[src/hw/exec_pkg.sv]
package exec_pkg;

    localparam int LEN_WORD      = 32;
    localparam int LEN_PREG_ADDR = 6;
    localparam int LEN_CONTEXT   = 2;
    localparam int LEN_FUNC3     = 3;
    localparam int LEN_FUNC7     = 7;

    // integer alu operations, decoded from func3/func7
    typedef enum logic [3:0] {
        ALU_ADD,
        ALU_SUB,
        ALU_SLL,
        ALU_SLT,
        ALU_SLTU,
        ALU_XOR,
        ALU_SRL,
        ALU_SRA,
        ALU_OR,
        ALU_AND
    } alu_op_e;

    // four-phase handshake progress
    typedef enum logic [1:0] {
        HS_IDLE,
        HS_REQ_UP,
        HS_WAIT_ACK_LOW,
        HS_DONE
    } hs_state_e;

    // window -> exec
    typedef struct packed {
        logic [LEN_FUNC3-1:0]     func3;
        logic [LEN_FUNC7-1:0]     func7;
        logic [LEN_PREG_ADDR-1:0] pa_rd;
        logic [LEN_WORD-1:0]      d_rs1;
        logic [LEN_WORD-1:0]      d_rs2;
        logic [LEN_CONTEXT-1:0]   contex;
    } exec_info_t;

    // exec -> register management
    typedef struct packed {
        logic [LEN_PREG_ADDR-1:0] pa_rd;
        logic [LEN_WORD-1:0]      d_rd;
        logic [LEN_CONTEXT-1:0]   contex;
    } write_d_r_t;

endpackage

[src/hw/exec_ifs.sv]
`timescale 1ns/1ps

// one issued entry, window -> alu unit
interface issue_if import exec_pkg::*; ();
    logic       req;
    logic       ack;
    exec_info_t info;

    modport source (
        output req,
        output info,
        input  ack
    );

    modport sink (
        input  req,
        input  info,
        output ack
    );
endinterface

// one result, alu unit -> writeback arbiter
interface result_if import exec_pkg::*; ();
    logic       req;
    logic       ack;
    write_d_r_t res;

    modport source (
        output req,
        output res,
        input  ack
    );

    modport sink (
        input  req,
        input  res,
        output ack
    );
endinterface

[src/hw/alu_unit.sv]
`timescale 1ns/1ps

module alu_unit import exec_pkg::*; (
    input  logic     clk,
    input  logic     rst,
    issue_if.sink    issue,
    result_if.source result
);

    hs_state_e           st;
    exec_info_t          info_q;
    write_d_r_t          res_q;
    logic                iss_ack;
    logic                res_req;
    logic                res_valid;
    logic                take;
    logic                load;
    alu_op_e             op;
    logic [LEN_WORD-1:0] a;
    logic [LEN_WORD-1:0] b;
    logic [4:0]          shamt;
    logic [LEN_WORD-1:0] d_rd;

    assign issue.ack  = iss_ack;
    assign result.req = res_req;
    assign result.res = res_q;

    assign a     = info_q.d_rs1;
    assign b     = info_q.d_rs2;
    assign shamt = b[4:0];

    assign take = (st == HS_IDLE) && issue.req;
    assign load = (st == HS_REQ_UP) && !res_valid;

    // func7 bit 5 picks sub and sra
    always_comb begin
        case (info_q.func3)
            3'b000:  op = info_q.func7[5] ? ALU_SUB : ALU_ADD;
            3'b001:  op = ALU_SLL;
            3'b010:  op = ALU_SLT;
            3'b011:  op = ALU_SLTU;
            3'b100:  op = ALU_XOR;
            3'b101:  op = info_q.func7[5] ? ALU_SRA : ALU_SRL;
            3'b110:  op = ALU_OR;
            default: op = ALU_AND;
        endcase
    end

    always_comb begin
        case (op)
            ALU_ADD:  d_rd = a + b;
            ALU_SUB:  d_rd = a - b;
            ALU_SLL:  d_rd = a << shamt;
            ALU_SLT:  d_rd = {{(LEN_WORD-1){1'b0}}, $signed(a) < $signed(b)};
            ALU_SLTU: d_rd = {{(LEN_WORD-1){1'b0}}, a < b};
            ALU_XOR:  d_rd = a ^ b;
            ALU_SRL:  d_rd = a >> shamt;
            ALU_SRA:  d_rd = $unsigned($signed(a) >>> shamt);
            ALU_OR:   d_rd = a | b;
            default:  d_rd = a & b;
        endcase
    end

    // issue ack stays high until the result has been handed over
    always_ff @(posedge clk) begin
        if (rst) begin
            st        <= HS_IDLE;
            iss_ack   <= 1'b0;
            res_req   <= 1'b0;
            res_valid <= 1'b0;
        end else begin
            case (st)
                HS_IDLE: begin
                    if (take) begin
                        iss_ack   <= 1'b1;
                        res_valid <= 1'b0;
                        st        <= HS_REQ_UP;
                    end
                end
                HS_REQ_UP: begin
                    if (!res_valid) begin
                        res_valid <= 1'b1;
                    end else if (!res_req) begin
                        res_req <= 1'b1;
                    end else if (result.ack) begin
                        res_req <= 1'b0;
                        st      <= HS_WAIT_ACK_LOW;
                    end
                end
                HS_WAIT_ACK_LOW: begin
                    if (!result.ack) begin
                        iss_ack <= 1'b0;
                        st      <= HS_DONE;
                    end
                end
                // let the window see ack low before a new entry
                default: st <= HS_IDLE;
            endcase
        end
    end

    always_ff @(posedge clk) begin
        if (take) begin
            info_q <= issue.info;
        end
        if (load) begin
            res_q <= '{pa_rd: info_q.pa_rd, d_rd: d_rd, contex: info_q.contex};
        end
    end

endmodule

[src/hw/exec_cluster.sv]
`timescale 1ns/1ps

module exec_cluster import exec_pkg::*; #(
    parameter int NUM_UNITS    = 3,
    parameter int WINDOW_DEPTH = 4
) (
    input  logic                     clk,
    input  logic                     rst,
    input  logic                     in_req,
    output logic                     in_ack,
    input  logic [LEN_FUNC3-1:0]     in_func3,
    input  logic [LEN_FUNC7-1:0]     in_func7,
    input  logic [LEN_PREG_ADDR-1:0] in_pa_rd,
    input  logic [LEN_WORD-1:0]      in_d_rs1,
    input  logic [LEN_WORD-1:0]      in_d_rs2,
    input  logic [LEN_CONTEXT-1:0]   in_context,
    output logic                     wb_req,
    input  logic                     wb_ack,
    output logic [LEN_PREG_ADDR-1:0] wb_pa_rd,
    output logic [LEN_WORD-1:0]      wb_d_rd,
    output logic [LEN_CONTEXT-1:0]   wb_context
);

    exec_info_t in_info;
    write_d_r_t wb_res;

    issue_if  issue_bus  [NUM_UNITS] ();
    result_if result_bus [NUM_UNITS] ();

    assign in_info = '{
        func3:  in_func3,
        func7:  in_func7,
        pa_rd:  in_pa_rd,
        d_rs1:  in_d_rs1,
        d_rs2:  in_d_rs2,
        contex: in_context
    };

    assign wb_pa_rd   = wb_res.pa_rd;
    assign wb_d_rd    = wb_res.d_rd;
    assign wb_context = wb_res.contex;

    inst_window #(
        .NUM_UNITS    (NUM_UNITS),
        .WINDOW_DEPTH (WINDOW_DEPTH)
    ) u_window (
        .clk     (clk),
        .rst     (rst),
        .in_req  (in_req),
        .in_ack  (in_ack),
        .in_info (in_info),
        .issue   (issue_bus)
    );

    for (genvar g = 0; g < NUM_UNITS; g++) begin : g_alu
        alu_unit u_alu (
            .clk    (clk),
            .rst    (rst),
            .issue  (issue_bus[g]),
            .result (result_bus[g])
        );
    end

    wb_arbiter #(
        .NUM_UNITS (NUM_UNITS)
    ) u_arb (
        .clk     (clk),
        .rst     (rst),
        .results (result_bus),
        .wb_req  (wb_req),
        .wb_ack  (wb_ack),
        .wb_res  (wb_res)
    );

endmodule

[src/hw/inst_window.sv]
`timescale 1ns/1ps

module inst_window import exec_pkg::*; #(
    parameter int NUM_UNITS    = 3,
    parameter int WINDOW_DEPTH = 4
) (
    input  logic       clk,
    input  logic       rst,
    input  logic       in_req,
    output logic       in_ack,
    input  exec_info_t in_info,
    issue_if.source    issue [NUM_UNITS]
);

    localparam int PTR_W = (WINDOW_DEPTH > 1) ? $clog2(WINDOW_DEPTH) : 1;
    localparam int CNT_W = $clog2(WINDOW_DEPTH + 1);

    exec_info_t           buf_mem [WINDOW_DEPTH];
    logic [PTR_W-1:0]     wr_ptr;
    logic [PTR_W-1:0]     rd_ptr;
    // slots held until the unit acks, and entries not yet issued
    logic [CNT_W-1:0]     count;
    logic [CNT_W-1:0]     queued;
    logic [CNT_W-1:0]     freed;
    hs_state_e            in_st;
    logic                 accept;
    logic                 take;
    hs_state_e            iss_st [NUM_UNITS];
    logic [NUM_UNITS-1:0] iss_req;
    logic [NUM_UNITS-1:0] iss_ack;
    logic [NUM_UNITS-1:0] grant;
    exec_info_t           iss_info [NUM_UNITS];

    for (genvar g = 0; g < NUM_UNITS; g++) begin : g_port
        assign issue[g].req  = iss_req[g];
        assign issue[g].info = iss_info[g];
        assign iss_ack[g]    = issue[g].ack;
    end

    function automatic logic [PTR_W-1:0] ptr_inc(input logic [PTR_W-1:0] p);
        if (p == PTR_W'(WINDOW_DEPTH - 1)) begin
            return '0;
        end
        return p + 1'b1;
    endfunction

    assign accept = (in_st == HS_IDLE) && in_req && (count != CNT_W'(WINDOW_DEPTH));
    assign take   = |grant;

    // oldest entry goes to the lowest idle unit
    always_comb begin
        logic found;
        found = 1'b0;
        grant = '0;
        for (int i = 0; i < NUM_UNITS; i++) begin
            if (!found && iss_st[i] == HS_IDLE && queued != '0) begin
                grant[i] = 1'b1;
                found    = 1'b1;
            end
        end
    end

    always_comb begin
        freed = '0;
        for (int i = 0; i < NUM_UNITS; i++) begin
            if (iss_st[i] == HS_REQ_UP && iss_ack[i]) begin
                freed = freed + 1'b1;
            end
        end
    end

    always_ff @(posedge clk) begin
        if (rst) begin
            in_st  <= HS_IDLE;
            in_ack <= 1'b0;
            wr_ptr <= '0;
        end else begin
            case (in_st)
                HS_IDLE: begin
                    if (accept) begin
                        in_ack <= 1'b1;
                        wr_ptr <= ptr_inc(wr_ptr);
                        in_st  <= HS_DONE;
                    end
                end
                HS_DONE: begin
                    if (!in_req) begin
                        in_ack <= 1'b0;
                        in_st  <= HS_IDLE;
                    end
                end
                default: in_st <= HS_IDLE;
            endcase
        end
    end

    always_ff @(posedge clk) begin
        if (accept) begin
            buf_mem[wr_ptr] <= in_info;
        end
    end

    always_ff @(posedge clk) begin
        if (rst) begin
            count  <= '0;
            queued <= '0;
            rd_ptr <= '0;
        end else begin
            count  <= count + CNT_W'(accept) - freed;
            queued <= queued + CNT_W'(accept) - CNT_W'(take);
            if (take) begin
                rd_ptr <= ptr_inc(rd_ptr);
            end
        end
    end

    // unit keeps ack high while busy, so idle here means a free unit
    always_ff @(posedge clk) begin
        if (rst) begin
            for (int i = 0; i < NUM_UNITS; i++) begin
                iss_st[i]  <= HS_IDLE;
                iss_req[i] <= 1'b0;
            end
        end else begin
            for (int i = 0; i < NUM_UNITS; i++) begin
                case (iss_st[i])
                    HS_IDLE: begin
                        if (grant[i]) begin
                            iss_req[i] <= 1'b1;
                            iss_st[i]  <= HS_REQ_UP;
                        end
                    end
                    HS_REQ_UP: begin
                        if (iss_ack[i]) begin
                            iss_req[i] <= 1'b0;
                            iss_st[i]  <= HS_WAIT_ACK_LOW;
                        end
                    end
                    HS_WAIT_ACK_LOW: begin
                        if (!iss_ack[i]) begin
                            iss_st[i] <= HS_IDLE;
                        end
                    end
                    default: iss_st[i] <= HS_IDLE;
                endcase
            end
        end
    end

    always_ff @(posedge clk) begin
        for (int i = 0; i < NUM_UNITS; i++) begin
            if (grant[i]) begin
                iss_info[i] <= buf_mem[rd_ptr];
            end
        end
    end

endmodule

[src/hw/wb_arbiter.sv]
`timescale 1ns/1ps

module wb_arbiter import exec_pkg::*; #(
    parameter int NUM_UNITS = 3
) (
    input  logic       clk,
    input  logic       rst,
    result_if.sink     results [NUM_UNITS],
    output logic       wb_req,
    input  logic       wb_ack,
    output write_d_r_t wb_res
);

    localparam int IDX_W = (NUM_UNITS > 1) ? $clog2(NUM_UNITS) : 1;

    hs_state_e            st;
    logic [IDX_W-1:0]     ptr;
    logic [IDX_W-1:0]     sel;
    logic [IDX_W-1:0]     pick;
    logic                 found;
    logic [NUM_UNITS-1:0] pend;
    logic [NUM_UNITS-1:0] unit_ack;
    write_d_r_t           unit_res [NUM_UNITS];
    write_d_r_t           res_q;

    for (genvar g = 0; g < NUM_UNITS; g++) begin : g_port
        assign pend[g]        = results[g].req;
        assign unit_res[g]    = results[g].res;
        assign results[g].ack = unit_ack[g];
    end

    assign wb_res = res_q;

    // search starts just after the last granted unit
    always_comb begin
        int j;
        found = 1'b0;
        pick  = ptr;
        for (int k = 1; k <= NUM_UNITS; k++) begin
            j = (int'(ptr) + k) % NUM_UNITS;
            if (!found && pend[j]) begin
                found = 1'b1;
                pick  = IDX_W'(j);
            end
        end
    end

    always_ff @(posedge clk) begin
        if (rst) begin
            st       <= HS_IDLE;
            ptr      <= IDX_W'(NUM_UNITS - 1);
            sel      <= '0;
            wb_req   <= 1'b0;
            unit_ack <= '0;
        end else begin
            case (st)
                HS_IDLE: begin
                    if (found) begin
                        sel <= pick;
                        ptr <= pick;
                        st  <= HS_REQ_UP;
                    end
                end
                HS_REQ_UP: begin
                    if (!wb_req) begin
                        wb_req <= 1'b1;
                    end else if (wb_ack) begin
                        wb_req        <= 1'b0;
                        unit_ack[sel] <= 1'b1;
                        st            <= HS_WAIT_ACK_LOW;
                    end
                end
                // both sides must be quiet before the next grant
                HS_WAIT_ACK_LOW: begin
                    if (!wb_ack && !pend[sel]) begin
                        unit_ack[sel] <= 1'b0;
                        st            <= HS_DONE;
                    end
                end
                default: st <= HS_IDLE;
            endcase
        end
    end

    always_ff @(posedge clk) begin
        if (st == HS_IDLE && found) begin
            res_q <= unit_res[pick];
        end
    end

endmodule

[config.mk]
export PLATFORM = sky130hd
export DESIGN_NAME = exec_cluster
export DESIGN_NICKNAME = d
export VERILOG_FILES = /design/src/hw/exec_pkg.sv /design/src/hw/exec_ifs.sv /design/src/hw/alu_unit.sv /design/src/hw/exec_cluster.sv /design/src/hw/inst_window.sv /design/src/hw/wb_arbiter.sv
export SDC_FILE = /design/constraint.sdc
export NUM_CORES = 2
export LEC_CHECK = 0
export BUFFER_PORTS_ARGS = -buffer_cell sky130_fd_sc_hd__buf_2
export CAP_MARGIN = 20
export CORE_ASPECT_RATIO = 0.7
export CORE_UTILIZATION = 45
export CTS_CLUSTER_DIAMETER = 100
export DETAILED_ROUTE_END_ITERATION = 6
export PLACE_DENSITY_LB_ADDON = 0.12
export REMOVE_ABC_BUFFERS = 1
export SLEW_MARGIN = 20
export SYNTH_ARGS = -nofsm -noshare
export SYNTH_HDL_FRONTEND = slang
export SYNTH_SLANG_ARGS = --single-unit
[constraint.sdc]
create_clock -name clk -period 14.7 [get_ports clk]
set_input_delay 1.47 -clock clk [delete_from_list [all_inputs] [get_ports clk]]
set_output_delay 1.47 -clock clk [all_outputs]
set_load 0.02 [all_outputs]
# Yosys cells after proc, flatten, opt, wreduce, memory -nomap -nowiden
# Memories as Yosys holds them, arrays and structs flattened. A register that Yosys moved wholly into a read port is not among the register bits.
# Cells that the tools add are included.
[totals] memories=3 word_cells=466 regBits=201 inputBits=86 mem_bits_rw=580
[mem_list] name="u_window.buf_mem" depth=4 width=82 read_ports=1 rd_ports_with_merged_regs=1 write_ports=1 line="inst_window.sv:18" source="exec_info_t buf_mem [WINDOW_DEPTH];"
[mem_list] name="u_window.iss_info" depth=3 width=82 read_ports=3 rd_ports_with_merged_regs=3 write_ports=1 line="inst_window.sv:32" source="exec_info_t iss_info [NUM_UNITS];"
[mem_list] name="u_window.iss_st" depth=3 width=2 read_ports=3 rd_ports_with_merged_regs=0 write_ports=3 line="inst_window.sv:28" source="hs_state_e iss_st [NUM_UNITS];"
[op_classes] eq_ne=87 n_reduce_logical=83 muxes=189 shifts=9 addsub=17 order_cmp=12 n_div=3 bitwise_logic=25
[op_table] op="$pmux 32 s9" n=3
[op_table] op="$lt 32x32->1" n=6
[op_table] op="$mux 82" n=2
[op_table] op="$reduce_or 82->1" n=2
[op_table] op="$mux 1" n=108
[op_table] op="$add 32x32->32" n=3
[op_table] op="$and 32x32->32" n=3
[op_table] op="$lt 32x4->1 const B" n=3
[op_table] op="$mod 32x3->32 const B" n=3
[op_table] op="$or 32x32->32" n=3
[op_table] op="$shl 32x5->32" n=3
[op_table] op="$shr 32x5->32" n=3
[op_table] op="$sshr 32x5->32" n=3
[op_table] op="$sub 32x32->32" n=3
[op_table] op="$xor 32x32->32" n=3
[op_table] op="$mux 2" n=44
[op_table] op="$pmux 4 s7" n=3
[op_table] op="$bmux 40 s2" n=1
[op_table] op="$mux 40" n=2
[op_table] op="$eq 4x3->1 const B" n=12
[op_table] op="$ne 2x1->1 const B" n=22
[op_table] op="$eq 3x3->1 const B" n=9
[op_table] op="$eq 4x2->1 const B" n=6
[op_table] op="$pmux 2 s3" n=4
[op_table] op="42 further kinds" n=171

# Depth between registers and ports, before layout
# An unclocked memory read counts as a cell.
[depth] ltp_word=20 ltp_mapped=17 depth_no_buf=14

# By module
# A second synthesis with hierarchy kept.
[hier_totals] hier_cells=5689 area_unflattened_um2=61246.2
[by_module_without_submodules] module="alu_unit" instances=3 area_per_inst_um2=12673.4 cells_per_inst=1555
[by_module_without_submodules] module="inst_window" instances=1 area_per_inst_um2=20383.3 cells_per_inst=800
[by_module_without_submodules] module="wb_arbiter" instances=1 area_per_inst_um2=2842.7 cells_per_inst=224

# Least setup slack after synthesis
# OpenSTA, ideal clock, no wires.
[synth_timing] path_kind="register to register" from="register u_window.queued[1]" to="register u_window.queued[2]" setup_time_ps=128 path_stages_with_launch=14 slack_ps=4428 required_ps=14572 path_buffers=0 arrival_time_ps=10145 path_cell_list="dfxtp_1 -> nor3_1 -> o21bai_1 -> nor4_1 -> nor2_1 -> nand2_1 -> ha_1 -> inv_1 -> ha_1 -> inv_1 -> fa_1 -> xor2_1 -> xnor2_1 -> nor2_1"
[synth_via] elab_chain_cells=13 word_cells_on_any_way=15 classes_between="add/sub: 2; mux: 4; reduce/logical: 9"
[synth_rtl] item="from (decl)" line="inst_window.sv:23" source="logic [CNT_W-1:0] queued;"
[synth_rtl] item="from (signal assigned)" line="inst_window.sv:110" source="queued <= queued + CNT_W'(accept) - CNT_W'(take);"
[synth_rtl] item="$reduce_bool 3->1 (*)" line="inst_window.sv:56" source="if (!found && iss_st[i] == HS_IDLE && queued != '0) begin"
[synth_rtl] item="$logic_and 1x1->1" line="inst_window.sv:56"
[synth_rtl] item="$mux 1" line="inst_window.sv:56"
[synth_rtl] item="$logic_not 1->1" line="inst_window.sv:56"
[synth_rtl] item="$logic_and 1x1->1 (2 in series)" line="inst_window.sv:56"
[synth_rtl] item="$mux 1" line="inst_window.sv:56"
[synth_rtl] item="$logic_not 1->1" line="inst_window.sv:56"
[synth_rtl] item="$logic_and 1x1->1" line="inst_window.sv:56"
[synth_rtl] item="$logic_and 1x1->1 (*)" line="inst_window.sv:56"
[synth_rtl] item="$mux 1 (*)" line="inst_window.sv:56"
[synth_rtl] item="via u_window.grant[2]" line="inst_window.sv:31" source="logic [NUM_UNITS-1:0] grant;"
[synth_rtl] item="$reduce_or 3->1 (*)" line="inst_window.sv:48" source="assign take = |grant;"
[synth_rtl] item="$sub 3x1->3 (*)" line="inst_window.sv:110"
# The timed path passes the listed nets; every way through them passes the cells marked *.
# A chain may end at the register's enable or synchronous reset.

# Worst setup path in the final report
[layout_timing] from="register g_alu[0].u_alu.b[1] (netlist name)" to="register g_alu[0].u_alu.res_q, in the netlist g_alu[0].u_alu.result.res[33], data pin"
[layout_via] elab_chain_cells=2 word_cells_on_any_way=6 classes_between="add/sub: 2; shift: 3; mux: 1"
[layout_rtl] item="$sub 32x32->32, or another cell as far along" line="alu_unit.sv:52" source="ALU_SUB: d_rd = a - b;"
[layout_rtl] item="$pmux 32 s9 (*)" line="alu_unit.sv:50" source="case (op)"
[layout_rtl] item="via g_alu[0].u_alu.d_rd[31]" line="alu_unit.sv:22" source="logic [LEN_WORD-1:0] d_rd;"
[layout_rtl] item="to (signal assigned)" line="alu_unit.sv:107" source="res_q <= '{pa_rd: info_q.pa_rd, d_rd: d_rd, contex: info_q.contex};"
[layout_rtl] item="to (decl)" line="alu_unit.sv:12" source="write_d_r_t res_q;"
# Marked as above.

==> flow_summary.json <==
{
  "status": "completed",
  "start_kind": "flip-flop",
  "topRoutingLayerUsed": "met5",
  "worst-path-buf-inv": 2,
  "grt_pass1_wl_um": 335000,
  "leakagePower_nw": 23.9,
  "fmaxAchievable_mhz": 177,
  "p_per_area_nw_per_um2": 221,
  "slowest_delay_ns": 0.80,
  "grt_pass1_vias": 43200,
  "die_area_um2": 133000,
  "path_cells": "buf_4 -> buf_4 -> ha_1 -> a211oi_1 -> nor2_1 -> a41oi_1 -> a41oi_1 -> a31o_2 -> a41oi_1 -> a21oi_1 -> nor2_1 -> a21o_1 -> o32a_1",
  "gp_congestion": 1.04,
  "cp_data_required_time_ns": 15.15,
  "rsz0062_at_grt": "no",
  "synth_edf_count": 925,
  "cts_setup_buffers": 0,
  "cpMostUsedCell": "a41oi_1",
  "ys_warn_count": 0,
  "cts_tree": "done",
  "ir_drop_mv": 0.120,
  "cts.hold.buffers_added": 0,
  "hold_class": "reg2reg",
  "met1_length_um": 110000,
  "synthesis.area_um2": 59100,
  "fp-row-count": 110,
  "synth_area_per_cell_um2": 10.7,
  "numPortBuffers": 121,
  "fin_nets": 5902,
  "slew_headroom_pct": 13.9,
  "routed_via_density": 6.53,
  "path_max_fanout": 59,
  "clock_latency_ns": 0.74,
  "drt-initial-drc-count": 7360,
  "cts_resized": 0,
  "core_um2": 130000,
  "die_w_um": 435,
  "setup_tns_ns": 0,
  "yosys-top-cells-area": "edfxtp_1, mux4_2, ha_1, a21oi_1, nor2_1",
  "slew_violations": 0,
  "clockRootBuffer": "clkbuf_16",
  "grt_start_max_net_pins": 78,
  "fp.dieH_um": 305,
  "clock-skew-final_ns": 0.0327,
  "track_usage_pct": 35.3,
  "endpoint_kind": "flip-flop",
  "async_flop_share_pct": 0,
  "clkSinkCount": 966,
  "met3_length_um": 32100,
  "p_total_mw": 14.3,
  "crit_family": "compound AO/OA/AOI/OAI gates",
  "critPathSlowestCell": "a21oi_1",
  "start_util_pct": 45.7,
  "synth_flop_cell": "edfxtp_1",
  "worstSetupPathType": "reg2reg",
  "worst_ep_arrival_time_ns": 6.10,
  "wl_met2_um": 91500,
  "cap_violations": 0,
  "min_period_over_period_pct": 38.4,
  "fin_crit_ns": 5.64,
  "ctsHtreeMaxLevel": 3,
  "clock_path_buffers": 3,
  "dr.pass1.iters": 7,
  "syn-instance-count": 5531,
  "drc": 0,
  "io_pins": 128,
  "numCtsBuffers": 95,
  "clk_pin_slew_ns": 0.07,
  "synth_cell_types": 93,
  "overflow": 0,
  "yosysTopAreaCell": "edfxtp_1",
  "vias": 47800,
  "wl_um": 240000,
  "synth_seq_area_share_pct": 48.4,
  "synth_seq_cells": 966,
  "grt_antenna_before_repair": 18,
  "setup_viol": 0,
  "postRouteAntennaNets": 0,
  "syn2layout_area_growth_pct": 9.22,
  "avgRoutedWirePerCell_um": 32.8,
  "hpwlAfterDp_um": 178000,
  "synth_top_area_share_pct": 47.0,
  "hold_viol": 0,
  "tightest_slew_ns": 1.29,
  "drive_above_1_share_pct": 11.5,
  "nFillCells": 11800
}
[routing by layer]
layer	global-route usage (%)	up-vias
met5	0	-
met4	8.33	10
met3	11.3	292
met2	45.6	3007
met1	55.9	23700
li1	-	20700
[cell families (layout without fill, tap and decap cells)]
kind of cell,count (synthesis),after routing,share of synthesized area [%]
other,0,14,0
AO/OA/AOI/OAI,1610,1610,17.3
AND/OR/NAND/NOR,1450,1450,10.9
adder cells (fa/ha/maj),328,328,7.04
multiplexers,408,408,10.8
flip-flops,966,966,48.4
XOR/XNOR,78,78,1.16
buffers and inverters,691,723,4.54
[synth_stat cells, types with 56 or more instances]
cell type and count:
a211oi_1 84, a21oi_1 500, a31oi_1 69, buf_1 60, clkbuf_1 254, edfxtp_1 925
ha_1 320, inv_1 316, mux2i_1 208, mux4_2 180, nand2_1 380, nand3_1 72
nor2_1 623, nor3_1 105, o211ai_1 56, o21ai_0 378, xnor2_1 66
[stage by stage]
step	hold slack [ns]	cell area, um2	worst slack, ns	instances	utilization, %
global route	0.421	64600	8.93	7299	49.8
CTS	0.400	64600	9.28	7299	49.8
finish	0.407	64600	9.06	7313	49.9
detailed placement	0.405	61400	9.28	7127	47.4
global placement	0.401	61400	9.25	7127	47.4
floorplan	0.400	57700	4.44	5160	-
[sequential cells by signal, summed over array words and instances, names as in the netlist, 3 cells and up, named ones only]
register / count
g_alu.u_alu.info_q: 36
u_window.iss_st: 6
g_alu.u_alu.a: 96
u_window.count: 3
u_window.iss_info: 228
g_alu.u_alu.st: 6
u_window.iss_req: 3
u_window.buf_mem: 304
g_alu.u_alu.res_valid: 3
u_arb.wb_res: 40
g_alu.u_alu.issue.ack: 3
g_alu.u_alu.b: 96
g_alu.u_alu.result.req: 3
u_window.queued: 3
g_alu.u_alu.result.res: 120
[path summary, 6_finish.rpt]
path / startpoint / slack (ns) / end / depth (start not counted)
max: g_alu[0].u_alu.b[1]$_DFFE_PP_ / 9.06 / g_alu[0].u_alu.result.res[33]$_DFFE_PP_ / 13
min: u_window.iss_info[0][30]$_DFFE_PP_ / 0.41 / g_alu[0].u_alu.b[28]$_DFFE_PP_ / 0
max reg2reg: g_alu[0].u_alu.b[1]$_DFFE_PP_ / 9.06 / g_alu[0].u_alu.result.res[33]$_DFFE_PP_ / 13
min reg2reg: u_window.iss_info[0][30]$_DFFE_PP_ / 0.41 / g_alu[0].u_alu.b[28]$_DFFE_PP_ / 0
[final cells by class]
class | instances | area [um2] | area share (%)
flip-flops and latches | 966 | 28600 | 44.3
multi-input cells | 3874 | 28000 | 43.3
clock buffers | 114 | 2500 | 3.87
well taps | 1736 | 2170 | 3.36
repair buffers | 231 | 1430 | 2.22
inverters | 320 | 1200 | 1.86
clock inverters | 58 | 677 | 1.05
diodes | 14 | 35.0 | 0.0542
[power breakdown]
| group | internal [mW] | switching [mW] |
|---|---|---|
| sequential | 4.07 | 0.579 |
| clock | 1.38 | 1.12 |
| combinational | 2.19 | 4.95 |
| total | 7.64 | 6.65 |
[placed cells by master, fill, tap and decap left out, types with 72 or more instances in the layout]
| cell | count |
|---|---|
| a21oi_1 | 499 |
| mux4_2 | 180 |
| o21ai_0 | 375 |
| nand2_1 | 380 |
| clkbuf_16 | 95 |
| nand3_1 | 72 |
| nor2_1 | 618 |
| buf_4 | 110 |
| buf_2 | 121 |
| ha_1 | 320 |
| mux2i_1 | 208 |
| edfxtp_1 | 925 |
| a211oi_1 | 84 |
| nor3_1 | 102 |
| inv_1 | 312 |
(Power assumes the default switching activity.)
